## src/registerFile.sv

```systemverilog
`timescale 1ns/10ps

module registerFile (
    input  logic        Clock,
    input  logic        reset,
    input  logic [3:0]  regSel,
    input  logic        regIn,
    input  logic [31:0] busValue,
    output logic [31:0] readValue
);

    logic [31:0] regs [16]; // r0 to r15, r0 is an ordinary register here

    always_ff @(posedge Clock) begin
        if (reset) begin
            for (int i = 0; i < 16; i++) begin
                regs[i] <= '0;
            end
        end else if (regIn) begin
            regs[regSel] <= busValue; // bus lands in the selected register
        end
    end

    // the same select drives the read side, the top picks it when busSrc is reg
    assign readValue = regs[regSel];

endmodule

```

## config.mk

```make
export PLATFORM = sky130hd
export DESIGN_NAME = registerFile
export DESIGN_NICKNAME = d
export VERILOG_FILES = /design/src/registerFile.sv
export SDC_FILE = /design/constraint.sdc
export NUM_CORES = 1
export LEC_CHECK = 0
export ABC_AREA = 1
export BUFFER_PORTS_ARGS = -buffer_cell sky130_fd_sc_hd__buf_2
export CAP_MARGIN = 5
export CORE_ASPECT_RATIO = 0.5
export CORE_MARGIN = 2
export CORE_UTILIZATION = 39
export CTS_CLUSTER_SIZE = 40
export DETAILED_ROUTE_END_ITERATION = 16
export MAX_ROUTING_LAYER = met4
export SLEW_MARGIN = 20
export SYNTH_ARGS = -nofsm -noshare
export SYNTH_HDL_FRONTEND = slang
export SYNTH_SLANG_ARGS = --single-unit
```

## constraint.sdc

```tcl
create_clock -name Clock -period 6.1 [get_ports Clock]
set_clock_uncertainty 0.1 [all_clocks]
set_input_delay 0.915 -clock Clock [delete_from_list [all_inputs] [get_ports Clock]]
set_output_delay 0.915 -clock Clock [all_outputs]
set_load 0.02 [all_outputs]
```

* Word level (Yosys, flattened, before mapping)
Memory sizes are Yosys's and may differ from the RTL's. Index checks and enable logic that the tools add are counted.
Storage, ports and cells: bits in registers 0, memory bits (writable) 512, bits of input ports 39, output and inout bits 32, word-level logic and storage cells 10, memories kept 1
Memory list:
- regs | words 16, bits a word 32, read ports 1, clocked after memory_dff 0, write ports 16, line 12 | logic [31:0] regs [16];
Operators by class: multiplexer cells 8, reduce and logical (&&, ||, !) cells 1
Operators with widths (number):
- $mux W32 | 1
- $reduce_or A32 Y1 | 1
- $mux W1 | 6
- $mux W4 | 1

* Longest topological paths before layout
word-level depth 5, mapped depth 12, depth with buffers taken out 9

* Least setup slack after synthesis
OpenSTA, ideal clock, no wires.
kind input port to output port, start input port regSel[0], end output port readValue[10], arrival 2.083 ns, data required time 5.085 ns, setup slack 3.002 ns, stages on the path 12, path buffers 3, cell sequence buf_2 -> inv_2 -> buf_2 -> buf_1 -> nand2_1 -> nand2_1 -> nand2_1 -> nand2_1 -> nand2_1 -> nand2_1 -> inv_1 -> nand2_1
Between the ends: cells in the longest elaborated chain, start to end 1
Ends and longest elaborated chain:
- start, declared | line 6 | input logic [3:0] regSel,
- $mem_v2 Z16 W32
- end, declared | line 9 | output logic [31:0] readValue
Every way passes these cells.

* Final worst setup path
start input port regSel[0], end output port readValue[17]
Same word-level chain as after synthesis.

==> results.md <==
- Placer Congestion: 0.7968
- Fin worst setup slack: 1.539 ns
- Total Neg Setup Slack: 0 ns
- Hold-fix buffers, CTS: 0
- Hold Path Depth: 3
- Max transition margin: 22.03%
- TritonCTS clock tree: yes
- Number of hold violations in the final report: 0
- Number of buffers created by CTS: 50
- Pin count of the biggest net entering global routing: 136
- Filler cell count in the final layout: 5755
- Max FFs per register: 512
- Max cap viols: 0
- Total leakage power: 11.79 nW
- Setup repair after global routing missed its margin: no
- Number of buffers inserted by port buffering: 70
- Number of cells upsized or downsized after cts: 0
- Cell variety after synth: 11
- Post-Syn Nets: 2760
- Die footprint: 62940 µm²
- Met1 usage in global routing: 31.12%
- Type of the worst setup path: in -> out
- Type of the most critical hold path: in -> reg
- Number of setup buffers added after CTS: 0
- Largest family of logic cells by synthesized area: simple AND/OR/NAND/NOR gates
- Number of nets in the finished design: 2748
- Critical path startpoint category: primary input
- Register name with the most flops: regs
- Number of ports placed on the die boundary: 71
- DP HPWL: 35980 µm
- Number of buffers on the longest clock path: 3
- Top Registers: regs: 512 flops
- Routed length per placed instance: 20.12 µm
- Final Cycle Share: 74.77%
- Pwr per Cell Area: 297.0 nW/µm²
- Cell area after technology mapping: 23730 µm²
- Placeable core area: 59670 µm²
- Number of design rule violations left after detail routing: 0
- Initial Utilization: 39.76%
- Instance area at placement: 24880 µm²
- Overall routed net length: 71660 µm
- Post-Syn Instances: 2721
- Data arrival time at the worst-slack endpoint: 3.55 ns
- Required time reported for the critical path endpoint: 5.08 ns
- First-pass GRT wire length: 106500 µm
- GRT busiest layer: met2
- Critical Path End Type: output pin
- Syn avg cell area: 8.719 µm²
- Share of cell area taken by muxes after synthesis: 0%
- Portion of the post-synthesis area used by sequential elements: 64.80%
- Share of synthesized cell area in and, or, nand and nor gates: 30.60%
- Final max-slew violation count: 0
- Finished Cell Area: 26390 µm²
- Critical hold path startpoint: busValue[20]
- Sink count of the clock tree: 512
- Growth of design area from synthesis to finish: 11.24%
- Number of diodes: 0
- Critical Path Fanout Max: 135
- Layout cells sized above 1: 7.857%
- Violation count after the first detailed-routing iteration: 2166
- GRT Total Usage: 23.41%
- Number of core rows: 63
- Clock slew seen by the registers of the worst setup and hold paths: 0.07 ns
- Vias in the first global route: 16880
- Global-route track usage on met3: 3.284%
- Number of setup violations in the final report: 0
- Compound-cell area share of the yosys netlist: 0%
- Router iterations before antenna repair: 6
- Number of levels the H-tree was split into: 2
- Slew at the pin with the worst max-slew slack: 1.165 ns
- Post-synthesis sequential element count: 512
- GRT Residual Overflow: 0
- Clock tree root driver cell: sky130_fd_sc_hd__clkbuf_16
- Die X: 352.8 µm
- Via count normalized by instance count: 5.022
- Remaining antenna violation count: 0
- Achievable Freq: 0.2192 GHz
- Dpl ws: 1.638 ns
- Endpoint with the worst hold slack: regs[15][20]
- Adder-cell share of the synthesized area: 0%
- Time the worst path needs with I/O delays and setup: 4.561 ns
- Vertical die dimension: 178.4 µm
- Run status: completed
- Post-layout power: 0.007840 W
- Parity-gate share of the synthesized area counting xor and xnor cells: 0%
- Total number of yosys warnings: 0
- Met2 usage: 37.16%
- Highest ir drop seen on vdd: 0.1957 mV
- Vias after detailed routing: 17880
- Initial antenna violation count: 0
-- stage by stage --
stage,hold slack [ns],std cells,utilization (%)
final,0.7813,3561,44.23
after global routing,0.8116,3561,44.23
after CTS,0.7754,3561,44.22
after detailed placement,1.378,3469,41.69
after global placement,1.375,3469,41.68
after floorplan,1.091,2721,-
-- metal layers --
layer | up-vias | part of all wire [%]
li1 | 8448 | -
met1 | 8560 | 43
met2 | 733 | 45
met3 | 142 | 8.0
met4 | 0 | 3.3
met5 | - | 0
-- where the power goes --
group | total [W] | leakage [nW] | switching (W) | internal [W]
logic | 0.000744 | 6.17 | 0.000565 | 0.000179
clock network | 0.00298 | 0.744 | 0.00135 | 0.00163
registers | 0.00412 | 4.88 | 0.0000504 | 0.00407
total | 0.00784 | 11.8 | 0.00197 | 0.00587
-- cell usage after synthesis --
master	instances	share of area, %
sky130_fd_sc_hd__nor3_1	1	0.021
sky130_fd_sc_hd__nor2_1	515	8.1
sky130_fd_sc_hd__clkbuf_1	136	2.2
sky130_fd_sc_hd__inv_1	99	1.6
sky130_fd_sc_hd__edfxtp_1	512	65
sky130_fd_sc_hd__clkinv_1	2	0.032
sky130_fd_sc_hd__nand2_1	1410	22
sky130_fd_sc_hd__buf_2	31	0.65
sky130_fd_sc_hd__inv_2	1	0.016
sky130_fd_sc_hd__buf_1	11	0.17
sky130_fd_sc_hd__nor3_2	3	0.13
-- worst max-delay path: stages --
cell	delay, ns
sky130_fd_sc_hd__clkbuf_8	0.38
sky130_fd_sc_hd__inv_8	0.71
sky130_fd_sc_hd__buf_4	0.52
sky130_fd_sc_hd__nand2_1	0.11
sky130_fd_sc_hd__nand2_1	0.08
sky130_fd_sc_hd__nand2_1	0.05
sky130_fd_sc_hd__nand2_1	0.10
sky130_fd_sc_hd__nand2_1	0.05
sky130_fd_sc_hd__nand2_1	0.10
sky130_fd_sc_hd__inv_1	0.04
sky130_fd_sc_hd__nand2_1	0.05
sky130_fd_sc_hd__buf_2	0.16
-- placed cells by master (no fill, tap or decap) --
cell	instances
sky130_fd_sc_hd__nor2_4	3
sky130_fd_sc_hd__nor2_1	512
sky130_fd_sc_hd__buf_12	3
sky130_fd_sc_hd__inv_8	1
sky130_fd_sc_hd__clkinv_1	13
sky130_fd_sc_hd__clkbuf_1	17
sky130_fd_sc_hd__nand2_1	1380
sky130_fd_sc_hd__nand2_4	2
sky130_fd_sc_hd__clkbuf_16	53
sky130_fd_sc_hd__buf_4	42
sky130_fd_sc_hd__nand2_2	28
sky130_fd_sc_hd__nor3_1	1
sky130_fd_sc_hd__edfxtp_1	512
sky130_fd_sc_hd__buf_2	68
sky130_fd_sc_hd__clkbuf_8	1
sky130_fd_sc_hd__inv_4	1
sky130_fd_sc_hd__inv_1	98
sky130_fd_sc_hd__bufinv_16	1
sky130_fd_sc_hd__clkinv_2	10
sky130_fd_sc_hd__nor3_2	3
-- worst max-delay path by stage --
stage | startpoint | cells after the start | to
after global placement | regSel[0] | 12 | readValue[0]
after global routing | regSel[0] | 12 | readValue[17]
after detailed placement | regSel[0] | 12 | readValue[17]
after floorplan | regSel[0] | 12 | readValue[10]
after CTS | regSel[0] | 12 | readValue[17]
final | regSel[0] | 12 | readValue[17]
-- cell families (layout without fill, tap and decap cells) --
family                 count (synthesis)  in the layout
AND/OR/NAND/NOR                     1929           1929
flip-flops                           512            512
buffers and inverters                280            308
-- cell type report --
class | instances | area (µm²) | share of cell area, %
Sequential cell | 512 | 15370 | 58.25
Multi-Input combinational cell | 1929 | 7368 | 27.92
Clock buffer | 70 | 1390 | 5.267
Tap cell | 812 | 1016 | 3.849
Timing Repair Buffer | 114 | 729.5 | 2.764
Inverter | 102 | 392.9 | 1.489
Clock inverter | 22 | 121.4 | 0.4598
Power figures use the tool's default switching activity.
