===== config.mk =====
export PLATFORM = sky130hd
export DESIGN_NAME = hostRegs
export DESIGN_NICKNAME = d
export VERILOG_FILES = /design/src/datapathPkg.sv /design/src/controlPkg.sv /design/src/hostRegs.sv
export SDC_FILE = /design/constraint.sdc
export NUM_CORES = 1
export LEC_CHECK = 0
export BUFFER_PORTS_ARGS = -buffer_cell sky130_fd_sc_hd__buf_2
export CAP_MARGIN = 20
export CORE_AREA = 3 3 121 123
export CTS_CLUSTER_DIAMETER = 200
export CTS_CLUSTER_SIZE = 28
export DETAILED_ROUTE_END_ITERATION = 8
export DIE_AREA = 0 0 124 126
export GPL_TIMING_DRIVEN = 0
export SLEW_MARGIN = 20
export SYNTH_ARGS = -nofsm -noshare
export SYNTH_HDL_FRONTEND = slang
export SYNTH_SLANG_ARGS = --single-unit
export TNS_END_PERCENT = 5

===== constraint.sdc =====
create_clock -name Clock -period 2.8 [get_ports Clock]
set_input_delay 0.56 -clock Clock [delete_from_list [all_inputs] [get_ports Clock]]
set_output_delay 0.56 -clock Clock [all_outputs]
set_load 0.02 [all_outputs]

===== src/datapathPkg.sv =====
package datapathPkg;

    // opcode field values, mul and nop keep the classroom encodings
    typedef enum logic [4:0] {
        add   = 5'b00011,
        sub   = 5'b00100,
        andOp = 5'b00101,
        orOp  = 5'b00110,
        shr   = 5'b00111,
        shl   = 5'b01001,
        addi  = 5'b01100,
        nop   = 5'b01101,
        mul   = 5'b01111,
        div   = 5'b10000
    } opcodeT;

    typedef struct packed {
        opcodeT      opcode;
        logic [3:0]  ra;       // first source
        logic [3:0]  rb;       // second source
        logic [3:0]  rc;       // destination
        logic [14:0] spare;
    } rFormT;

    typedef struct packed {
        opcodeT             opcode;
        logic [3:0]         ra;   // source
        logic [3:0]         rb;   // destination for addi
        logic signed [18:0] imm;  // sign-extended onto the bus as C
    } iFormT;

    typedef union packed {
        rFormT rForm;
        iFormT iForm;
    } instrWordT;

    typedef struct packed {
        logic [31:0] hi;
        logic [31:0] lo;
    } aluResultT;

endpackage


===== src/controlPkg.sv =====
package controlPkg;

    typedef enum logic [3:0] {
        busNone,
        busReg,
        busPc,
        busMdr,
        busZLow,
        busZHigh,
        busHi,
        busLo,
        busImmC
    } busSrcT;

    // everything the datapath needs for one step
    typedef struct packed {
        busSrcT              busSrc;
        logic [3:0]          regSel;
        logic                regIn;
        logic                pcIn;
        logic                incPc;
        logic                marIn;
        logic                mdrIn;
        logic                memRead;  // MDR takes memData instead of the bus
        logic                irIn;
        logic                yIn;
        logic                zIn;
        logic                loIn;
        logic                hiIn;
        datapathPkg::opcodeT aluOp;
    } controlWordT;

    typedef enum logic [1:0] {
        cmdLoadReg = 2'd0,
        cmdExec    = 2'd1,
        cmdReadReg = 2'd2
    } cmdKindT;

    typedef struct packed {
        cmdKindT    kind;
        logic [3:0] regIdx;
    } hostCmdT;

    typedef struct packed {
        logic [31:0] awaddr;
        logic        awvalid;
        logic [31:0] wdata;
        logic [3:0]  wstrb;
        logic        wvalid;
        logic        bready;
        logic [31:0] araddr;
        logic        arvalid;
        logic        rready;
    } axiLiteReqT;

    typedef struct packed {
        logic        awready;
        logic        wready;
        logic [1:0]  bresp;
        logic        bvalid;
        logic        arready;
        logic [31:0] rdata;
        logic [1:0]  rresp;
        logic        rvalid;
    } axiLiteRspT;

    localparam logic [1:0] respOkay   = 2'b00;
    localparam logic [1:0] respSlvErr = 2'b10;

endpackage


===== src/hostRegs.sv =====
`timescale 1ns/10ps

module hostRegs (
    input  logic                   Clock,
    input  logic                   reset,
    input  controlPkg::axiLiteReqT axiReq,
    input  logic                   busy,
    input  logic [31:0]            mdrValue,
    input  logic [31:0]            loValue,
    input  logic [31:0]            hiValue,
    input  logic [31:0]            pcValue,
    output controlPkg::axiLiteRspT axiRsp,
    output logic                   start,
    output controlPkg::hostCmdT    cmd,
    output logic [31:0]            memData
);

    localparam logic [31:0] addrMemData = 32'h00;
    localparam logic [31:0] addrCommand = 32'h04;
    localparam logic [31:0] addrStatus  = 32'h08;
    localparam logic [31:0] addrMdr     = 32'h0C;
    localparam logic [31:0] addrLo      = 32'h10;
    localparam logic [31:0] addrHi      = 32'h14;
    localparam logic [31:0] addrPc      = 32'h18;

    logic        bvalid;
    logic [1:0]  bresp;
    logic        rvalid;
    logic [31:0] rdata;
    logic [1:0]  rresp;
    logic        wrFire;
    logic        rdFire;
    logic        wrMem;
    logic        wrCmd;
    logic        rdHit;
    logic [31:0] rdValue;

    // address and data are taken in the same cycle, only when no response is pending
    assign wrFire = axiReq.awvalid && axiReq.wvalid && !bvalid;
    assign rdFire = axiReq.arvalid && !rvalid;
    assign wrMem  = (axiReq.awaddr == addrMemData);
    assign wrCmd  = (axiReq.awaddr == addrCommand) && !busy && (axiReq.wdata[1:0] != 2'b11);

    assign axiRsp.awready = wrFire;
    assign axiRsp.wready  = wrFire;
    assign axiRsp.bvalid  = bvalid;
    assign axiRsp.bresp   = bresp;
    assign axiRsp.arready = !rvalid;
    assign axiRsp.rvalid  = rvalid;
    assign axiRsp.rdata   = rdata;
    assign axiRsp.rresp   = rresp;

    always_comb begin
        rdHit   = 1'b1;
        rdValue = '0;
        case (axiReq.araddr)
            addrMemData: rdValue = memData;
            addrStatus:  rdValue = {31'b0, busy};
            addrMdr:     rdValue = mdrValue;
            addrLo:      rdValue = loValue;
            addrHi:      rdValue = hiValue;
            addrPc:      rdValue = pcValue;
            default:     rdHit = 1'b0; // Command is write only, it lands here too
        endcase
    end

    always_ff @(posedge Clock) begin
        if (reset) begin
            bvalid  <= 1'b0;
            rvalid  <= 1'b0;
            start   <= 1'b0;
            memData <= '0;
        end else begin
            start <= wrFire && wrCmd; // one cycle after the handshake
            if (wrFire) begin
                bvalid <= 1'b1;
            end else if (bvalid && axiReq.bready) begin
                bvalid <= 1'b0;
            end
            if (rdFire) begin
                rvalid <= 1'b1;
            end else if (rvalid && axiReq.rready) begin
                rvalid <= 1'b0;
            end
            if (wrFire && wrMem) begin
                for (int b = 0; b < 4; b++) begin
                    if (axiReq.wstrb[b]) begin
                        memData[8*b +: 8] <= axiReq.wdata[8*b +: 8];
                    end
                end
            end
        end
    end

    always_ff @(posedge Clock) begin
        if (wrFire) begin
            bresp <= (wrMem || wrCmd) ? controlPkg::respOkay : controlPkg::respSlvErr;
        end
        if (wrFire && wrCmd) begin
            cmd.kind   <= controlPkg::cmdKindT'(axiReq.wdata[1:0]);
            cmd.regIdx <= axiReq.wdata[7:4];
        end
        if (rdFire) begin
            rdata <= rdValue;
            rresp <= rdHit ? controlPkg::respOkay : controlPkg::respSlvErr;
        end
    end

endmodule


# --- After elaboration in Yosys (flattened, before gate mapping) ---
# Index checks and enable logic that the tools add are counted.
classes:
  n_reduce_logical: 22
  eq_ne: 7
  muxes: 8
ops:
  columns: ["op", "count"]
  rows:
  - ["$pmux 32 s6", 1]
  - ["$eq 32x5->1 const B", 3]
  - ["$eq 32x4->1 const B", 2]
  - ["$logic_not 32->1", 2]
  - ["$eq 32x3->1 const B", 1]
  - ["$logic_and 1x1->1", 9]
  - ["$reduce_and 2->1", 4]
  - ["$reduce_or 6->1", 1]
  - ["$mux 1", 5]
  - ["$mux 2", 2]
  - ["$reduce_bool 2->1", 2]
  - ["$logic_not 1->1", 3]
  - ["$ne 2x2->1 const B", 1]
  - ["$logic_or 1x1->1", 1]
totals:
  out_inout_bits: 80
  elab_cells: 49
  register_bits: 77

# --- Logic depth before layout (Yosys ltp) ---
logic_depth:
  ltp_word: 5
  ltp_mapped: 6
  depth_no_buf: 4

# --- Worst setup path before layout ---
# OpenSTA, ideal clock, no wires.
synth_path:
  kind: "input port to flip-flop"
  start: "in axiReq[1] (netlist name)"
  end: "reg rdata[0] (enable)"
  cell_stages: 1
  path_buffers: 0
  slack_ps: 323
  required_time_ps: 2373
  arrival_time_ps: 2050
  path_cell_list: "nor2b_1"
synth_via:
  elab_chain_cells: 1
synth_lines:
  columns: ["element", "line", "text"]
  rows:
  - ["start, declared", "hostRegs.sv:6", "input controlPkg::axiLiteReqT axiReq,"]
  - ["$logic_and 1x1->1", "hostRegs.sv:40", "assign rdFire = axiReq.arvalid && !rvalid;"]
  - ["end signal, assigned", "hostRegs.sv:104", "rdata <= rdValue;"]
  - ["end, declared", "hostRegs.sv:29", "logic [31:0] rdata;"]
# No other way between the ends.
# A chain may end at the register's enable or synchronous reset.

# --- Final worst setup path ---
layout_path:
  start: "in axiReq[86] (netlist name)"
  end: "reg cmd[2] (netlist name) (enable)"
layout_via:
  elab_chain_cells: 4
layout_lines:
  columns: ["element", "line", "text"]
  rows:
  - ["$eq 32x3->1", "hostRegs.sv:42", "assign wrCmd = (axiReq.awaddr == addrCommand) && !busy && (axiReq.wdata[1:0] != 2'b11);"]
  - ["$logic_and 1x1->1 (2 in series)", "hostRegs.sv:42", null]
  - ["$logic_and 1x1->1", "hostRegs.sv:99", "if (wrFire && wrCmd) begin"]
  - ["end, declared", "hostRegs.sv:14", "output controlPkg::hostCmdT cmd,"]
# No other way between the ends.

==> reports/results.txt <==
The flow ran to the end, and the final reports show no timing, DRC or antenna violations. Counting instances in the post-synthesis netlist gives the leading cell types as 65 x sky130_fd_sc_hd__a21oi_1, 40 x sky130_fd_sc_hd__edfxtp_1, 37 x sky130_fd_sc_hd__and3_1, 35 x sky130_fd_sc_hd__dfxtp_1, 35 x sky130_fd_sc_hd__nand4_1. The clock root buffer is sky130_fd_sc_hd__clkbuf_16. Commonest register cell after synthesis: sky130_fd_sc_hd__edfxtp_1. Combinational cells account for 12.8% of the total power.

The number of distinct library cell variants in the gate-level netlist after synthesis is 36. The number of placed instances, taps included, is 899. The post-synthesis compound-gate area fraction is 28.7%, and the area overhead of the layout relative to synthesis is 51.9%. The worst hold path terminates at rvalid.

Summing the areas of all xor and xnor instances in the mapped netlist gives 0% of the synthesized area. After Yosys synthesis, full adders, half adders and majority gates account for 0% of the synthesized area. STA classifies the critical path endpoint as a flip-flop. The tools report the maximum count of clock buffers along a single path as 2. The relative max-transition margin was 43.9%; the minimum setup slack among reg-to-reg paths was 1.11 ns.

Total power draw: 2.67 mW. Walking the worst path, the cells encountered are buf_2 > nor4_1 > nand4_1 > clkbuf_1 > nor3_2. TritonCTS built the clock tree. The count of synthesis-stage warnings from yosys was 0. Counting cells, the worst reg-to-reg path comes to 5.

The congestion estimate from routability-driven global placement came to 0.942. On the worst path, the slowest cell contributes a delay of 0.49 ns. After legalization and detailed placement, the total HPWL measured 14,100 µm.

The run gives 4060 µm² as the total standard cell area after synthesis. The run gives 0 as the post-cts repair resize count. Total count of max-transition violations in the final report: 0. The share of synthesized area occupied by flip-flops and latches is 46.8%, and the share of synthesized registers carrying an async set or reset is 0%. Setup violations remaining at the end of the flow were counted as 0.

In this run, flip-flops and latches consume 44.6% of the power. The run gives 29.5% as the starting utilization of the core area. The floorplan die width works out to 124 µm. The die covers 15,600 µm². Setup slack closes at 0.395 ns.

The required time at the endpoint of the critical path was 2.78 ns. The count of buffers added on input and output ports is 312. The portion of synthesized area spent on multiplexers is 0.554%.

For the arrival time of data at the critical path endpoint, the log shows 2.39 ns. The worst-case setup slack after placement is -0.178 ns, and the count of hold-fix buffers inserted at cts is 0. In the final routed layout, each cell accounts on average for 18.9 µm. VDD sags by at most 307 µV. Averaged over all synthesized cells, the footprint is 10.0 µm².

Wires add up to 17,300 µm. The switching component of the power was 0.639 mW; the final count of hold timing violations was 0. The number of antenna violations at the first check in global routing was 4.

Setup repair after global routing left no endpoint under its margin. For the top-level port count, the log shows 316. The worst clock skew on the final layout is 0.00603 ns. The detailed router finished its first iteration with 318 violations. The period utilization was 85.9%; the antenna diode count was 0. The share of synthesized area in the top cell type comes to 29.6%.

Among all stages on the critical path, the largest delay is contributed by sky130_fd_sc_hd__nor3_2. Entering global routing, the biggest net connects 28 pins. The startpoint of the worst hold path is axiReq[0].

Summed over all instances, the cell type with the most area after synthesis is sky130_fd_sc_hd__edfxtp_1. For the pin with the worst max-slew slack, the measured transition is 0.834 ns. Of all nets on the critical path, the largest fanout is 10. For this run, design rule violations remaining after detail routing come to 0. The tools report the count of standard-cell rows as 43.

In the post-synthesis netlist, the biggest area contributors are sky130_fd_sc_hd__edfxtp_1 30%, sky130_fd_sc_hd__dfxtp_1 17%, sky130_fd_sc_hd__a21oi_1 8.0%. The finished layout holds 915 standard cells, fillers aside. The logs give 0.34 ns for the clock latency at the later pin of the worst-skew pair and 4,860 for the via total after detailed routing.

For this run, the post-layout net count is 966. Worst flop-to-flop path endpoint: memData[29]. The cell with the most instances after synthesis was sky130_fd_sc_hd__a21oi_1. After floorplanning, the core was sized to cover 13,800 µm². Static timing analysis puts the maximum clock frequency at 0.416 GHz. Simple-gate portion of the synthesized area: 16.8%. The switching fraction of total power is 23.9%. Synthesis produced a netlist whose cell count is 405. The run gives 42.6% as the share of total power in the clock network. Counting the buffers created by CTS gives 9. Clock net sink count: 75. The die span in y was 126 µm. The first-pass GRT wire length was 24,900 µm; the post-layout minimum cycle time was 2.40 ns.

Clock-pin slew was measured on the worst setup and hold paths at 0.06 ns. Before antenna repair, the detailed router went through 6 iterations. Counting instances, the worst hold path has a depth of 2. By startpoint and endpoint, the worst setup path is classified as input port to flip-flop. The tools report the number of routed nets with antenna violations as 0.

The cell leakage power is 2.70 nW, and the average via count per standard cell is 5.31. The internal power component is 2.03 mW. Summed over all layers, the global routing overflow is 0.

Power spread over the standard cell area amounts to 433 nW/µm². The tools report the launching element type of the critical path as an input port. For this run, the total global-route usage over all layers was measured as 20.7%. Cells with a size suffix above 1 make up 50.6% of the layout. Number of global-route vias before repair: 4,664.

The number of levels the H-tree was split into is 3. Largest family of logic cells by synthesized area: compound AO/OA/AOI/OAI gates. The post-CTS setup buffer count was 0; the number of enable-type register cells in the synthesized netlist was 40.

The worst min-delay path class is input port to flip-flop. Across the run, the number of max-cap violations was 0. The worst register-to-register path begins at bvalid.

The synthesized design contains 75 register bits.
==> cell usage in the layout, fill, tap and decap left out, types with 2 or more instances in the layout <==
master	instances
sky130_fd_sc_hd__buf_6	3
sky130_fd_sc_hd__and4_1	2
sky130_fd_sc_hd__nor2_1	3
sky130_fd_sc_hd__conb_1	2
sky130_fd_sc_hd__a22oi_2	11
sky130_fd_sc_hd__and3_1	37
sky130_fd_sc_hd__clkinv_2	3
sky130_fd_sc_hd__a22oi_1	21
sky130_fd_sc_hd__clkbuf_16	9
sky130_fd_sc_hd__buf_2	327
sky130_fd_sc_hd__edfxtp_1	40
sky130_fd_sc_hd__nor4_1	14
sky130_fd_sc_hd__clkbuf_1	25
sky130_fd_sc_hd__nor2_2	2
sky130_fd_sc_hd__nand2b_1	2
sky130_fd_sc_hd__dfxtp_1	35
sky130_fd_sc_hd__clkinv_1	2
sky130_fd_sc_hd__nor3_1	3
sky130_fd_sc_hd__o31ai_1	32
sky130_fd_sc_hd__inv_1	2
sky130_fd_sc_hd__a221oi_1	31
sky130_fd_sc_hd__nand4_1	35
sky130_fd_sc_hd__a21oi_1	65
sky130_fd_sc_hd__buf_4	7
sky130_fd_sc_hd__nand3_1	5
==> worst max-delay path by stage <==
stage	from	to	slack [ns]	cells past startpoint
detailed placement	axiReq[86]	cmd[2]	-0.18	5
floorplan	axiReq[1]	rdata[0]	0.32	1
finish	axiReq[86]	cmd[2]	0.40	5
global placement	axiReq[1]	rdata[5]	-0.56	2
global route	axiReq[86]	cmd[0]	0.14	5
CTS	axiReq[86]	cmd[2]	0.20	5
==> worst max-delay path: cells and delay by family <==
kind	cells	cell delay (ns)
buffers and inverters	2	0.45
and+or+nand+nor	3	1.37
==> power by group through the flow <==
stage          Clock [mW]  Combinational [mW]  Sequential [mW]
2_1_floorplan           0              0.0802             1.25
3_3_place_gp            0               0.329             1.22
3_5_place_dp            0               0.342             1.22
4_1_cts              1.17               0.343             1.19
5_1_grt              1.21               0.373             1.19
6_report             1.14               0.342             1.19
==> registers in the layout, indices dropped and copies added (netlist names) <==
signal	flops
rresp	1
rdata	32
bvalid	1
memData	32
start	1
cmd	6
rvalid	1
bresp	1
==> routing by layer <==
metal  wire length (µm)  track usage (%)  part of all wire [%]
met4                421             7.47                   2.4
met2               8620             35.4                    50
met5                 52                0                  0.30
met1               6800             25.0                    39
met3               1360             5.12                   7.9
==> through the flow <==
| step | util, % | hold WS, ns | area, µm² | TNS [ns] |
|---|---|---|---|---|
| finish | 44.8 | 0.401 | 6170 | 0 |
| global route | 44.8 | 0.408 | 6170 | 0 |
| CTS | 44.8 | 0.387 | 6160 | 0 |
| detailed placement | 42.7 | 0.475 | 5880 | -1.06 |
| global placement | 42.5 | 0.476 | 5850 | -18.33 |
| floorplan | - | 0.472 | 4070 | 0 |
==> kinds of logic after synthesis <==
family	Yosys count
buffers and inverters	54
flip-flops	75
other	1
multiplexers	1
AO/OA/AOI/OAI	164
AND/OR/NAND/NOR	110
==> area by class of cell <==
cell class,count,area (µm²)
Clock buffer,10,229
Sequential cell,75,1900
Multi-Input combinational cell,277,1890
Fill cell,1374,7600
Timing Repair Buffer,313,1580
Inverter,3,11.3
Tap cell,180,225
Clock inverter,6,55.1
Buffer,51,274
Note: power is estimated with default switching activity, not from simulation.
