$ cat config.mk
export PLATFORM = sky130hd
export DESIGN_NAME = controlSequencer
export DESIGN_NICKNAME = d
export VERILOG_FILES = /design/src/datapathPkg.sv /design/src/controlPkg.sv /design/src/controlSequencer.sv
export SDC_FILE = /design/constraint.sdc
export NUM_CORES = 1
export LEC_CHECK = 0
export ABC_AREA = 1
export BUFFER_PORTS_ARGS = -buffer_cell sky130_fd_sc_hd__buf_2
export CAP_MARGIN = 20
export CORE_MARGIN = 5
export CORE_UTILIZATION = 37
export DETAILED_ROUTE_END_ITERATION = 10
export PLACE_DENSITY = 0.87
export RECOVER_POWER = 100
export SKIP_CTS_REPAIR_TIMING = 1
export SYNTH_ARGS = -nofsm -noshare
export SYNTH_HDL_FRONTEND = slang
export SYNTH_SLANG_ARGS = --single-unit
$ cat constraint.sdc
create_clock -name Clock -period 1.3 [get_ports Clock]
set_input_delay 0 -clock Clock [delete_from_list [all_inputs] [get_ports Clock]]
set_output_delay 0 -clock Clock [all_outputs]
set_load 0.005 [all_outputs]
$ cat src/datapathPkg.sv
package datapathPkg;

    // opcode field values, mul and nop keep the classroom encodings
    typedef enum logic [4:0] {
        add   = 5'b00011,
        sub   = 5'b00100,
        andOp = 5'b00101,
        orOp  = 5'b00110,
        shr   = 5'b00111,
        shl   = 5'b01001,
        addi  = 5'b01100,
        nop   = 5'b01101,
        mul   = 5'b01111,
        div   = 5'b10000
    } opcodeT;

    typedef struct packed {
        opcodeT      opcode;
        logic [3:0]  ra;       // first source
        logic [3:0]  rb;       // second source
        logic [3:0]  rc;       // destination
        logic [14:0] spare;
    } rFormT;

    typedef struct packed {
        opcodeT             opcode;
        logic [3:0]         ra;   // source
        logic [3:0]         rb;   // destination for addi
        logic signed [18:0] imm;  // sign-extended onto the bus as C
    } iFormT;

    typedef union packed {
        rFormT rForm;
        iFormT iForm;
    } instrWordT;

    typedef struct packed {
        logic [31:0] hi;
        logic [31:0] lo;
    } aluResultT;

endpackage

$ cat src/controlPkg.sv
package controlPkg;

    typedef enum logic [3:0] {
        busNone,
        busReg,
        busPc,
        busMdr,
        busZLow,
        busZHigh,
        busHi,
        busLo,
        busImmC
    } busSrcT;

    // everything the datapath needs for one step
    typedef struct packed {
        busSrcT              busSrc;
        logic [3:0]          regSel;
        logic                regIn;
        logic                pcIn;
        logic                incPc;
        logic                marIn;
        logic                mdrIn;
        logic                memRead;  // MDR takes memData instead of the bus
        logic                irIn;
        logic                yIn;
        logic                zIn;
        logic                loIn;
        logic                hiIn;
        datapathPkg::opcodeT aluOp;
    } controlWordT;

    typedef enum logic [1:0] {
        cmdLoadReg = 2'd0,
        cmdExec    = 2'd1,
        cmdReadReg = 2'd2
    } cmdKindT;

    typedef struct packed {
        cmdKindT    kind;
        logic [3:0] regIdx;
    } hostCmdT;

    typedef struct packed {
        logic [31:0] awaddr;
        logic        awvalid;
        logic [31:0] wdata;
        logic [3:0]  wstrb;
        logic        wvalid;
        logic        bready;
        logic [31:0] araddr;
        logic        arvalid;
        logic        rready;
    } axiLiteReqT;

    typedef struct packed {
        logic        awready;
        logic        wready;
        logic [1:0]  bresp;
        logic        bvalid;
        logic        arready;
        logic [31:0] rdata;
        logic [1:0]  rresp;
        logic        rvalid;
    } axiLiteRspT;

    localparam logic [1:0] respOkay   = 2'b00;
    localparam logic [1:0] respSlvErr = 2'b10;

endpackage

$ cat src/controlSequencer.sv
`timescale 1ns/10ps

module controlSequencer (
    input  logic                    Clock,
    input  logic                    reset,
    input  logic                    start,
    input  controlPkg::hostCmdT     cmd,
    input  datapathPkg::instrWordT  irValue,
    output controlPkg::controlWordT ctrl,
    output logic                    busy
);

    typedef enum logic [3:0] {
        sIdle, sLoadMem, sLoadReg, sReadReg, sT0, sT1, sT2, sT3, sT4, sT5, sT6
    } stepT;

    stepT                step;
    stepT                stepNext;
    controlPkg::hostCmdT cmdQ;
    datapathPkg::opcodeT opcode;
    logic                wide;

    assign opcode = irValue.rForm.opcode;
    assign wide   = (opcode == datapathPkg::mul) || (opcode == datapathPkg::div); // needs T6
    assign busy   = start || (step != sIdle);

    always_ff @(posedge Clock) begin
        if (reset) begin
            step <= sIdle;
            cmdQ <= '0;
        end else begin
            step <= stepNext;
            if (start) begin
                cmdQ <= cmd; // regIdx is needed in the later steps
            end
        end
    end

    always_comb begin
        stepNext = sIdle;
        case (step)
            sIdle: begin
                if (start) begin
                    case (cmd.kind)
                        controlPkg::cmdLoadReg: stepNext = sLoadMem;
                        controlPkg::cmdExec:    stepNext = sT0;
                        controlPkg::cmdReadReg: stepNext = sReadReg;
                        default:                stepNext = sIdle;
                    endcase
                end
            end
            sLoadMem: stepNext = sLoadReg;
            sT0:      stepNext = sT1;
            sT1:      stepNext = sT2;
            sT2:      stepNext = sT3;
            sT3:      stepNext = sT4;
            sT4:      stepNext = sT5;
            sT5:      stepNext = wide ? sT6 : sIdle;
            default:  stepNext = sIdle; // sLoadReg, sReadReg and sT6 end here
        endcase
    end

    always_comb begin
        ctrl        = '0;
        ctrl.busSrc = controlPkg::busNone;
        ctrl.aluOp  = datapathPkg::nop;
        case (step)
            sLoadMem: begin
                ctrl.memRead = 1'b1;
                ctrl.mdrIn   = 1'b1;
            end
            sLoadReg: begin
                ctrl.busSrc = controlPkg::busMdr;
                ctrl.regSel = cmdQ.regIdx;
                ctrl.regIn  = 1'b1;
            end
            sReadReg: begin
                ctrl.busSrc = controlPkg::busReg;
                ctrl.regSel = cmdQ.regIdx;
                ctrl.mdrIn  = 1'b1; // memRead low, so MDR takes the bus
            end
            sT0: begin
                ctrl.busSrc = controlPkg::busPc;
                ctrl.marIn  = 1'b1;
                ctrl.incPc  = 1'b1;
                ctrl.zIn    = 1'b1;
            end
            sT1: begin
                ctrl.busSrc  = controlPkg::busZLow;
                ctrl.pcIn    = 1'b1;
                ctrl.memRead = 1'b1;
                ctrl.mdrIn   = 1'b1;
            end
            sT2: begin
                ctrl.busSrc = controlPkg::busMdr;
                ctrl.irIn   = 1'b1;
            end
            sT3: begin
                ctrl.busSrc = controlPkg::busReg;
                ctrl.regSel = irValue.rForm.ra;
                ctrl.yIn    = 1'b1;
            end
            sT4: begin
                if (opcode == datapathPkg::addi) begin
                    ctrl.busSrc = controlPkg::busImmC;
                end else begin
                    ctrl.busSrc = controlPkg::busReg;
                    ctrl.regSel = irValue.rForm.rb;
                end
                ctrl.aluOp = opcode;
                ctrl.zIn   = 1'b1;
            end
            sT5: begin
                if (wide) begin
                    ctrl.busSrc = controlPkg::busZLow;
                    ctrl.loIn   = 1'b1;
                end else if (opcode != datapathPkg::nop) begin
                    ctrl.busSrc = controlPkg::busZLow;
                    // addi has no rc field, its result goes to rb
                    ctrl.regSel = (opcode == datapathPkg::addi) ? irValue.iForm.rb
                                                                : irValue.rForm.rc;
                    ctrl.regIn  = 1'b1;
                end
            end
            sT6: begin
                ctrl.busSrc = controlPkg::busZHigh;
                ctrl.hiIn   = 1'b1;
            end
            default: ;
        endcase
    end

endmodule

Yosys cells after proc, flatten, opt, wreduce, memory -nomap -nowiden
Index checks and enable logic that the tools add are counted. W data, S select, Z words.

Register bits after elaboration: 8. Bits of input ports: 41. Output and inout port bits: 25. Word-level logic and storage cells: 53.

Equal/unequal tests: 16. Muxes and demuxes: 24. Reduce and logical (&&, ||, !) cells: 11.

Operators with widths (number): $pmux W4 S8 (1); $pmux W4 S7 (1); $eq A4 B3 Y1 const B (4); $mux W4 (4); $pmux W4 S4 (1); $eq A4 B4 Y1 const B (3); $eq A5 B4 Y1 const B (2); $mux W5 (2); $reduce_or A2 Y1 (5); $mux W1 (9); $pmux W3 S3 (1); $eq A4 B2 Y1 const B (2); $mux W8 (1); $mux W3 (2); $eq A5 B5 Y1 const B (1); $ne A5 B4 Y1 const B (1); $eq A4 B1 Y1 const B (1); $logic_not A4 Y1 (1); $reduce_bool A4 Y1 (1); $reduce_or A3 Y1 (1); $eq A2 B1 Y1 const B (1); $eq A2 B2 Y1 const B (1); $logic_not A2 Y1 (1); $logic_or A1 B1 Y1 (2); 2 further kinds (2).

Logic depth before layout (Yosys ltp)
Gate-level depths: netlist of the first run.

Depth after elaboration: 5. Depth in mapped cells: 8.

Worst setup path after synthesis of the first run
Ideal clock, no wire load.

Path type: register -> register. From: reg step[3]. To: reg step[1]. Setup time: 109 ps. Data arrival time: 895 ps. Path slack: 296 ps. Stages on the path, launching flop included: 8. Path buffers: 0. Cells stage by stage: dfxtp_1 -> inv_1 -> nand2_2 -> nor2_1 -> nor2_1 -> nand3_1 -> nand2_1 -> inv_1.

Cells in the longest elaborated chain, start to end: 2. Elaborated cells between the ends (all ways): 9.

Ends and longest elaborated chain: start, declared (RTL line controlSequencer.sv:17) `stepT step;`; start signal, assigned (RTL line controlSequencer.sv:29) `step <= sIdle;`; start signal, assigned (RTL line controlSequencer.sv:32) `step <= stepNext;`; $eq A4 B4 Y1 (tied with other cells) (RTL line controlSequencer.sv:41) `case (step)`; $pmux W4 S8 * (RTL line controlSequencer.sv:41).

Every way passes the cells marked *; elsewhere a longest branch is shown, timed or not. A chain may end at the register's enable or synchronous reset.

==> impl_metrics.env, run 1 <==
export IMPL_status="finished with violations"
export IMPL_failed_checks="negative hold slack, negative setup slack"
export IMPL_cts_root_buf="clkbuf_4"
export IMPL_insertedDiodeCount=0
export IMPL_p_sw_w=0.000219
export IMPL_drive_above_1_share_pct=43.2
export IMPL_drc=0
export IMPL_setup_slack_ns=-0.0696
export IMPL_clk_pin_slew_ns=0.05
export IMPL_synth_cells=141
export IMPL_fin_worst_hold_slack_ns=-0.0160
export IMPL_grt_use_total_pct=14.0
export IMPL_fillCellCount=199
export IMPL_maxCapViolations=0
export IMPL_slew_viol_final=0
export IMPL_synth_area_per_cell_um2=5.31
export IMPL_critPathRequiredTime_ns=1.30
export IMPL_viasPerCell=4.50
export IMPL_seq_area_frac_synth_pct=21.4
export IMPL_hpwl_um=1800
export IMPL_synth_seq_cells=8
export IMPL_cts_max_path_buffers=2
export IMPL_clkSinkCount=8
export IMPL_cts_htree_levels=1
export IMPL_drt_pass1_iterations=4
export IMPL_crit_type="reg -> out"
export IMPL_dieHeight_um=55.0
export IMPL_numCtsBuffers=3
export IMPL_finalHoldViolations=1
export IMPL_initial_utilization_pct=38.5
export IMPL_gp_congestion=0.738
export IMPL_crit_fanout=7
export IMPL_seqPwrFrac_pct=40.4
export IMPL_peakVddDrop_uv=445
export IMPL_yosysUniqueCellTypes=16
export IMPL_dr_first_iter_drc_count=9
export IMPL_wl_per_cell_um=9.96
export IMPL_fin_skew_ns=0.000118
export IMPL_p_comb_share_pct=32.0
export IMPL_clock_power_share_pct=27.6
export IMPL_first_global_vias=819
export IMPL_crit_path_end_kind="output port"
export IMPL_dieArea_um2=3020
export IMPL_drt_total_wl_um=2320
export IMPL_synth_area_um2=748
export IMPL_critPathMaxStageDelay_ns=0.38
export IMPL_min_period_ns=1.37
export IMPL_grt_pass1_wl_um=3110
export IMPL_power_per_cell_area_nw_per_um2=558
export IMPL_design_area_um2=1240
export IMPL_synth_fp_nets=182
export IMPL_yosysWarnings=0
export IMPL_internal_power_w=0.000470
export IMPL_tightest_slew_ns=0.307
export IMPL_crit_chain="nor2_4, nand3_4, buf_4, or2_4, buf_2"
export IMPL_max_slew_margin_rel_pct=79.4
export IMPL_area_delta_synth_final_pct=65.2
export IMPL_gr_total_overflow=0
export IMPL_rsz0062_at_grt="yes"
export IMPL_swShare_pct=31.8
export IMPL_utilization_pct=63.7
export IMPL_crit_arrival_ns=1.37
export IMPL_clock_latency_ns=0.26
export IMPL_setup_violations=5
export IMPL_period_share_pct=105
export IMPL_vias=1048
export IMPL_num_io_pins=66
export IMPL_postPlaceCellArea_um2=1050
export IMPL_max_freq_mhz=730
export IMPL_hold_path_class="in -> reg"
export IMPL_critPathSlowestCell="dfxtp_4"
export IMPL_core_rowCount=16
export IMPL_ant_nets=0
export IMPL_antenna_found_initial=0
export IMPL_layout_nets=249
export IMPL_start_kind="flop"
export IMPL_p_leak_nw=0.733
export IMPL_coreArea_um2=1940
export IMPL_cts_tree="done"
export IMPL_grt_max_degree=11
export IMPL_tns_ns=-0.240
export IMPL_port_buffers=50
export IMPL_die_w_um=55.0
-- cell usage after synthesis --
cell / n / share of area [%]
nand2_1: 38 / 19
nor3_1: 3 / 2.0
inv_1: 22 / 11
or2_2: 2 / 1.7
nor2_2: 3 / 2.5
nand3_2: 3 / 4.0
buf_4: 1 / 1.0
nor2_4: 1 / 1.5
nand2_2: 2 / 1.7
inv_2: 3 / 1.5
buf_2: 1 / 0.67
nor2_1: 25 / 13
a21oi_1: 7 / 4.7
o21ai_0: 9 / 6.0
dfxtp_1: 8 / 21
nand3_1: 13 / 8.7
-- power groups by stage --
stage	clock [W]	combinational [W]	sequential [W]
after floorplan	0	0.000104	0.000276
after global placement	0	0.000188	0.000281
after detailed placement	0	0.000191	0.000281
after CTS	0.000199	0.000192	0.000276
after global routing	0.000207	0.000250	0.000280
final	0.000190	0.000221	0.000279
-- kinds of logic after synthesis --
kind of cell,count (synthesis),synth area share [%]
and+or+nand+nor,90,53.7
AOI/OAI and AO/OA,16,10.7
buffers and inverters,27,14.2
DFF,8,21.4
-- cell usage in the layout (no fill, tap or decap) --
cell,instances
nor2_2,1
nand2_1,33
nand3_4,1
buf_2,49
nand2_4,2
nor2_4,4
dlygate4sd3_1,4
inv_4,3
clkbuf_4,3
nor2_1,24
o21ai_0,9
nand2_2,5
nand3_2,3
clkbuf_1,1
buf_4,10
dfxtp_1,4
a21oi_1,7
or2_4,2
nand3_1,12
nor3_1,3
inv_2,2
dfxtp_4,4
inv_1,20
-- metal layers --
layer | vias up | global-route usage [%] | wire length [um]
met5 | - | 0 | 0
met4 | 0 | 7.29 | 34
met3 | 5 | 1.88 | 198
met2 | 34 | 25.0 | 1130
met1 | 439 | 16.0 | 956
li1 | 570 | - | -
-- final cells by class --
cell class              instances  area [um2]  area share, %
clock buffers                   3        22.5           1.82
multi-input cells             106         539           43.6
repair buffers                 64         364           29.5
well taps                      27        33.8           2.73
flip-flops and latches          8         175           14.2
inverters                      25         101           8.20
-- critical path, delay by kind of cell, from the launching register on --
family                 cells  cell delay (ns)
DFF                        1             0.38
and+or+nand+nor            3             0.47
buffers and inverters      2             0.27
-- stage by stage --
step	hold WS, ns	setup slack, ns	instances	power (W)
after floorplan	0.0691	0.296	141	0.000380
after global placement	0.213	0.0934	220	0.000469
after detailed placement	0.215	0.111	220	0.000472
after CTS	-0.0637	-0.182	223	0.000666
after global routing	0.00711	-0.153	233	0.000737
final	-0.0160	-0.0696	233	0.000690
-- state kept, by name, indices dropped and copies added, names as in the netlist --
register / cells
cmdQ: 4
step: 4
-- path summary, 6_finish.rpt --
| kind | startpoint | slack, ns | cells after the start | endpoint |
|---|---|---|---|---|
| max | step[1] | -0.07 | 5 | ctrl[3] |
| min | cmd[2] | -0.02 | 3 | cmdQ[2] |
| max reg2reg | step[1] | 0.21 | 6 | step[2] |
| min reg2reg | cmdQ[3] | 0.50 | 2 | cmdQ[3] |
Power figures use the tool's default switching activity.
==> run 2: changes to the inputs <==
--- a/config.mk
+++ b/config.mk
@@ -8,6 +8,7 @@
 export ABC_AREA = 1
 export BUFFER_PORTS_ARGS = -buffer_cell sky130_fd_sc_hd__buf_2
 export CAP_MARGIN = 20
+export CORE_ASPECT_RATIO = 0.9
 export CORE_MARGIN = 5
 export CORE_UTILIZATION = 37
 export DETAILED_ROUTE_END_ITERATION = 10
==> impl_metrics.env, run 2 (synthesized netlist as in run 1, its figures left out) <==
export IMPL_hpwl_um=1810
export IMPL_cts_max_path_buffers=2
export IMPL_start_kind="flop"
export IMPL_mostFrequentLayoutCells="buf_2, nand2_1, nor2_1"
export IMPL_core_rowCount=15
export IMPL_dr_first_iter_drc_count=22
export IMPL_power_per_cell_area_nw_per_um2=573
export IMPL_clk_pin_slew_ns=0.05
export IMPL_layout_commonest_cell="buf_2"
export IMPL_p_leak_nw=0.695
export IMPL_peakVddDrop_uv=492
export IMPL_numCtsBuffers=3
export IMPL_gr_total_overflow=0
export IMPL_vias=1027
export IMPL_setup_slack_ns=-0.0658
export IMPL_max_slew_margin_rel_pct=77.2
export IMPL_slew_viol_final=0
export IMPL_tns_ns=-0.259
export IMPL_fin_skew_ns=0.0000291
export IMPL_drive_above_1_share_pct=41.6
export IMPL_insertedDiodeCount=0
export IMPL_drt_total_wl_um=2240
export IMPL_first_global_vias=813
export IMPL_period_share_pct=105
export IMPL_swShare_pct=30.9
export IMPL_clock_power_share_pct=27.2
export IMPL_internal_power_w=0.000465
export IMPL_clkSinkCount=8
export IMPL_multi_input_area_um2=522
export IMPL_gp_congestion=0.845
export IMPL_top_regs="cmdQ (4), step (4)"
export IMPL_postPlaceCellArea_um2=1040
export IMPL_status="finished with violations"
export IMPL_rsz0062_at_grt="yes"
export IMPL_ant_nets=0
export IMPL_crit_fanout=8
export IMPL_finalHoldViolations=2
export IMPL_maxCapViolations=0
export IMPL_r2r_cells=5
export IMPL_grt_max_degree=11
export IMPL_seqPwrFrac_pct=41.7
export IMPL_cts_tree="done"
export IMPL_grt_pass1_wl_um=3230
export IMPL_stdcell_count=227
export IMPL_critPathRequiredTime_ns=1.30
export IMPL_coreArea_um2=1910
export IMPL_crit_path_end_kind="output port"
export IMPL_viasPerCell=4.52
export IMPL_reg2reg_from="step[3]"
export IMPL_layout_nets=245
export IMPL_min_period_ns=1.37
export IMPL_cts_root_buf="clkbuf_4"
export IMPL_initial_utilization_pct=39.1
export IMPL_setup_violations=7
export IMPL_die_w_um=57.4
export IMPL_dieHeight_um=52.7
export IMPL_failed_checks="negative hold slack, negative setup slack"
export IMPL_hold_path_depth=3
export IMPL_p_comb_share_pct=31.1
export IMPL_place_inst=217
export IMPL_fin_worst_hold_slack_ns=-0.0108
export IMPL_tightest_slew_ns=0.340
export IMPL_drt_pass1_iterations=4
export IMPL_cts_htree_levels=1
export IMPL_max_freq_mhz=732
export IMPL_wl_per_cell_um=9.87
export IMPL_area_delta_synth_final_pct=57.0
export IMPL_design_area_um2=1170
export IMPL_crit_arrival_ns=1.37
export IMPL_crit_type="reg -> out"
export IMPL_fillCellCount=204
export IMPL_startpoint="step[1]"
export IMPL_seq_area_um2=170
export IMPL_grt_use_total_pct=13.2
export IMPL_antenna_found_initial=0
export IMPL_p_sw_w=0.000208
export IMPL_dieArea_um2=3020
export IMPL_port_buffers=50
export IMPL_min_from="cmd[3]"
export IMPL_drc=0
export IMPL_num_io_pins=66
export IMPL_clock_latency_ns=0.25
export IMPL_hold_path_class="in -> reg"
run 2: cell count changes in the layout (fill, tap and decap cells not counted), sizes merged:
| cell | change |
|---|---|
| dlygate4sd3 | -1 |
| buf | -4 |
| clkbuf | +1 |
run 2: path summary, 6_finish.rpt:
check	endpoint	slack, ns
max reg2reg	step[2]	0.16
min reg2reg	cmdQ[1]	0.51
max	ctrl[16]	-0.07
min	cmdQ[3]	-0.01
run 2: power by group through the flow:
stage          Sequential [W]  Combinational [W]  Clock (W)
6_report             0.000281           0.000210   0.000183
4_1_cts              0.000277           0.000188   0.000189
3_5_place_dp         0.000282           0.000187          0
2_1_floorplan        0.000276           0.000104          0
5_1_grt              0.000283           0.000237   0.000203
3_3_place_gp         0.000282           0.000184          0
run 2: critical path, stage by stage (launching register included):
cell     delay, ns
dfxtp_4       0.38
inv_4         0.07
nand2_2       0.06
nor2_4        0.12
nand2_2       0.08
nor2_4        0.15
nand2_1       0.07
nand3_1       0.08
buf_2         0.11
run 2: layer usage:
metal  part of all wire (%)  global-route usage [%]  up-vias  wire (um)
met2                     47                    22.4       40       1050
met3                    9.3                    3.20        0        209
li1                       -                       -      565          -
met4                      0                    4.63        0          0
met1                     44                    16.1      422        977
met5                      0                       0        -          0
run 2: metrics by stage:
step           utilization, %  setup WS [ns]  power [W]
2_1_floorplan               -          0.296   0.000380
3_3_place_gp             54.3         0.0934   0.000466
3_5_place_dp             54.3         0.0747   0.000469
4_1_cts                  55.5         -0.223   0.000654
5_1_grt                  61.4         -0.166   0.000722
6_report                 61.4        -0.0658   0.000674
run 2: final cells by class:
| cell class | count | share of cell area, % |
|---|---|---|
| Inverter | 25 | 8.41 |
| Clock buffer | 3 | 1.92 |
| Sequential cell | 8 | 14.5 |
| Timing Repair Buffer | 60 | 28.1 |
| Tap cell | 25 | 2.66 |
| Multi-Input combinational cell | 106 | 44.4 |
==> run 3: changes to the inputs <==
--- a/config.mk
+++ b/config.mk
@@ -10,9 +10,10 @@
 export CAP_MARGIN = 20
 export CORE_ASPECT_RATIO = 0.9
 export CORE_MARGIN = 5
-export CORE_UTILIZATION = 37
+export CORE_UTILIZATION = 38
+export CTS_BUF_LIST = sky130_fd_sc_hd__clkbuf_2
 export DETAILED_ROUTE_END_ITERATION = 10
-export PLACE_DENSITY = 0.87
+export PLACE_DENSITY = 0.89
 export RECOVER_POWER = 100
 export SKIP_CTS_REPAIR_TIMING = 1
 export SYNTH_ARGS = -nofsm -noshare
==> constraint.sdc (replaced) <==
create_clock -name Clock -period 1.4 [get_ports Clock]
set_input_delay 0 -clock Clock [delete_from_list [all_inputs] [get_ports Clock]]
set_output_delay 0 -clock Clock [all_outputs]
set_load 0.005 [all_outputs]
==> impl_metrics.env, run 3 (synthesized netlist as in run 1, its figures left out) <==
export IMPL_die_w_um=56.8
export IMPL_cts_root_buf="clkbuf_2"
export IMPL_critPathMaxStageDelay_ns=0.38
export IMPL_clk_pin_slew_ns=0.08
export IMPL_grt_use_total_pct=14.7
export IMPL_dr_first_iter_drc_count=45
export IMPL_vias=1075
export IMPL_insertedDiodeCount=0
export IMPL_hold_path_class="in -> reg"
export IMPL_mostFrequentLayoutCells="buf_2, nand2_1, nor2_1"
export IMPL_top_regs="cmdQ (4), step (4)"
export IMPL_dieHeight_um=52.1
export IMPL_start_kind="flop"
export IMPL_viasPerCell=4.65
export IMPL_wl_per_cell_um=10.8
export IMPL_pre_cts_ws_ns=0.134
export IMPL_startpoint="step[1]"
export IMPL_drive_above_1_share_pct=43.2
export IMPL_min_from="cmd[3]"
export IMPL_crit_path_end_kind="output port"
export IMPL_dieArea_um2=2960
export IMPL_first_global_vias=898
export IMPL_setup_violations=0
export IMPL_critPathRequiredTime_ns=1.40
export IMPL_place_inst=215
export IMPL_fin_skew_ns=0.00409
export IMPL_max_freq_mhz=742
export IMPL_power_per_cell_area_nw_per_um2=501
export IMPL_cts_htree_levels=1
export IMPL_ant_nets=0
export IMPL_critPathMostFrequentCell="inv_4"
export IMPL_layout_commonest_cell="buf_2"
export IMPL_failed_checks="negative hold slack"
export IMPL_clock_latency_ns=0.23
export IMPL_fin_worst_hold_slack_ns=-0.0128
export IMPL_status="finished with violations"
export IMPL_p_leak_nw=0.721
export IMPL_drt_total_wl_um=2500
export IMPL_cts_max_path_buffers=2
export IMPL_critPathSlowestCell="dfxtp_4"
export IMPL_antenna_found_initial=0
export IMPL_setup_slack_ns=0.0525
export IMPL_num_io_pins=66
export IMPL_core_rowCount=15
export IMPL_crit_arrival_ns=1.35
export IMPL_min_period_ns=1.35
export IMPL_grt_max_degree=11
export IMPL_coreArea_um2=1900
export IMPL_grt_pass1_wl_um=3510
export IMPL_reg2reg_from="step[2]"
export IMPL_max_slew_margin_rel_pct=76.8
export IMPL_rsz0062_at_grt="yes"
export IMPL_tightest_slew_ns=0.346
export IMPL_clkSinkCount=8
export IMPL_crit_type="reg -> out"
export IMPL_cts_tree="done"
export IMPL_crit_chain="nor2_4, nand3_4, inv_4, nand2_4, inv_4, nand2_1, nand3_1, buf_2"
export IMPL_area_delta_synth_final_pct=62.2
export IMPL_maxCapViolations=0
export IMPL_gr_total_overflow=0
export IMPL_gp_congestion=0.816
export IMPL_initial_utilization_pct=39.5
export IMPL_crit_fanout=6
export IMPL_drt_pass1_iterations=4
export IMPL_layout_nets=249
export IMPL_slew_viol_final=0
export IMPL_numCtsBuffers=3
export IMPL_hpwl_um=1850
export IMPL_finalHoldViolations=1
export IMPL_peakVddDrop_uv=377
export IMPL_drc=0
export IMPL_port_buffers=50
export IMPL_period_share_pct=96.3
export IMPL_stdcell_count=231
==> run 3: per-layer routing <==
metal	global-route usage [%]	up-vias	part of all wire [%]
met5	0	-	0
li1	-	566	-
met3	4.47	0	9.7
met1	17.0	471	41
met4	4.63	0	0
met2	26.0	38	49
==> run 3: area by class of cell <==
cell class              instances  area (um2)
fillers                       201         682
multi-input cells             106         534
repair buffers                 64         359
flip-flops and latches          8         173
inverters                      25         101
well taps                      25        31.3
clock buffers                   3        15.0
==> run 3: final timing paths <==
| kind | endpoint | slack [ns] | cells after the start |
|---|---|---|---|
| worst max-delay path | ctrl[18] | 0.05 | 8 |
| worst max register to register | step[0] | 0.21 | 7 |
| worst min register to register | cmdQ[1] | 0.51 | 2 |
| worst min-delay path | cmdQ[3] | -0.01 | 3 |
==> run 3: power by group <==
part	switching, W	leakage (nW)	total [W]	internal (W)
Clock	0.0000763	0.0125	0.000135	0.0000585
Combinational	0.000111	0.640	0.000214	0.000103
Sequential	0.0000193	0.0685	0.000259	0.000240
Total	0.000207	0.721	0.000608	0.000401
==> run 3: metrics by stage <==
step	instance area, um2	total power [W]	TNS (ns)	utilization [%]
floorplan	748	0.000353	0	-
CTS	1040	0.000564	-0.796	54.9
detailed placement	1020	0.000434	0	54.1
finish	1210	0.000608	0	64.0
global placement	1020	0.000430	0	54.1
global route	1210	0.000653	-0.209	64.0
==> run 3: worst max-delay path: cells and delay by family, from the launching register on <==
family	cells	cell delay, ns
DFF	1	0.38
and+or+nand+nor	5	0.46
buffers and inverters	3	0.26
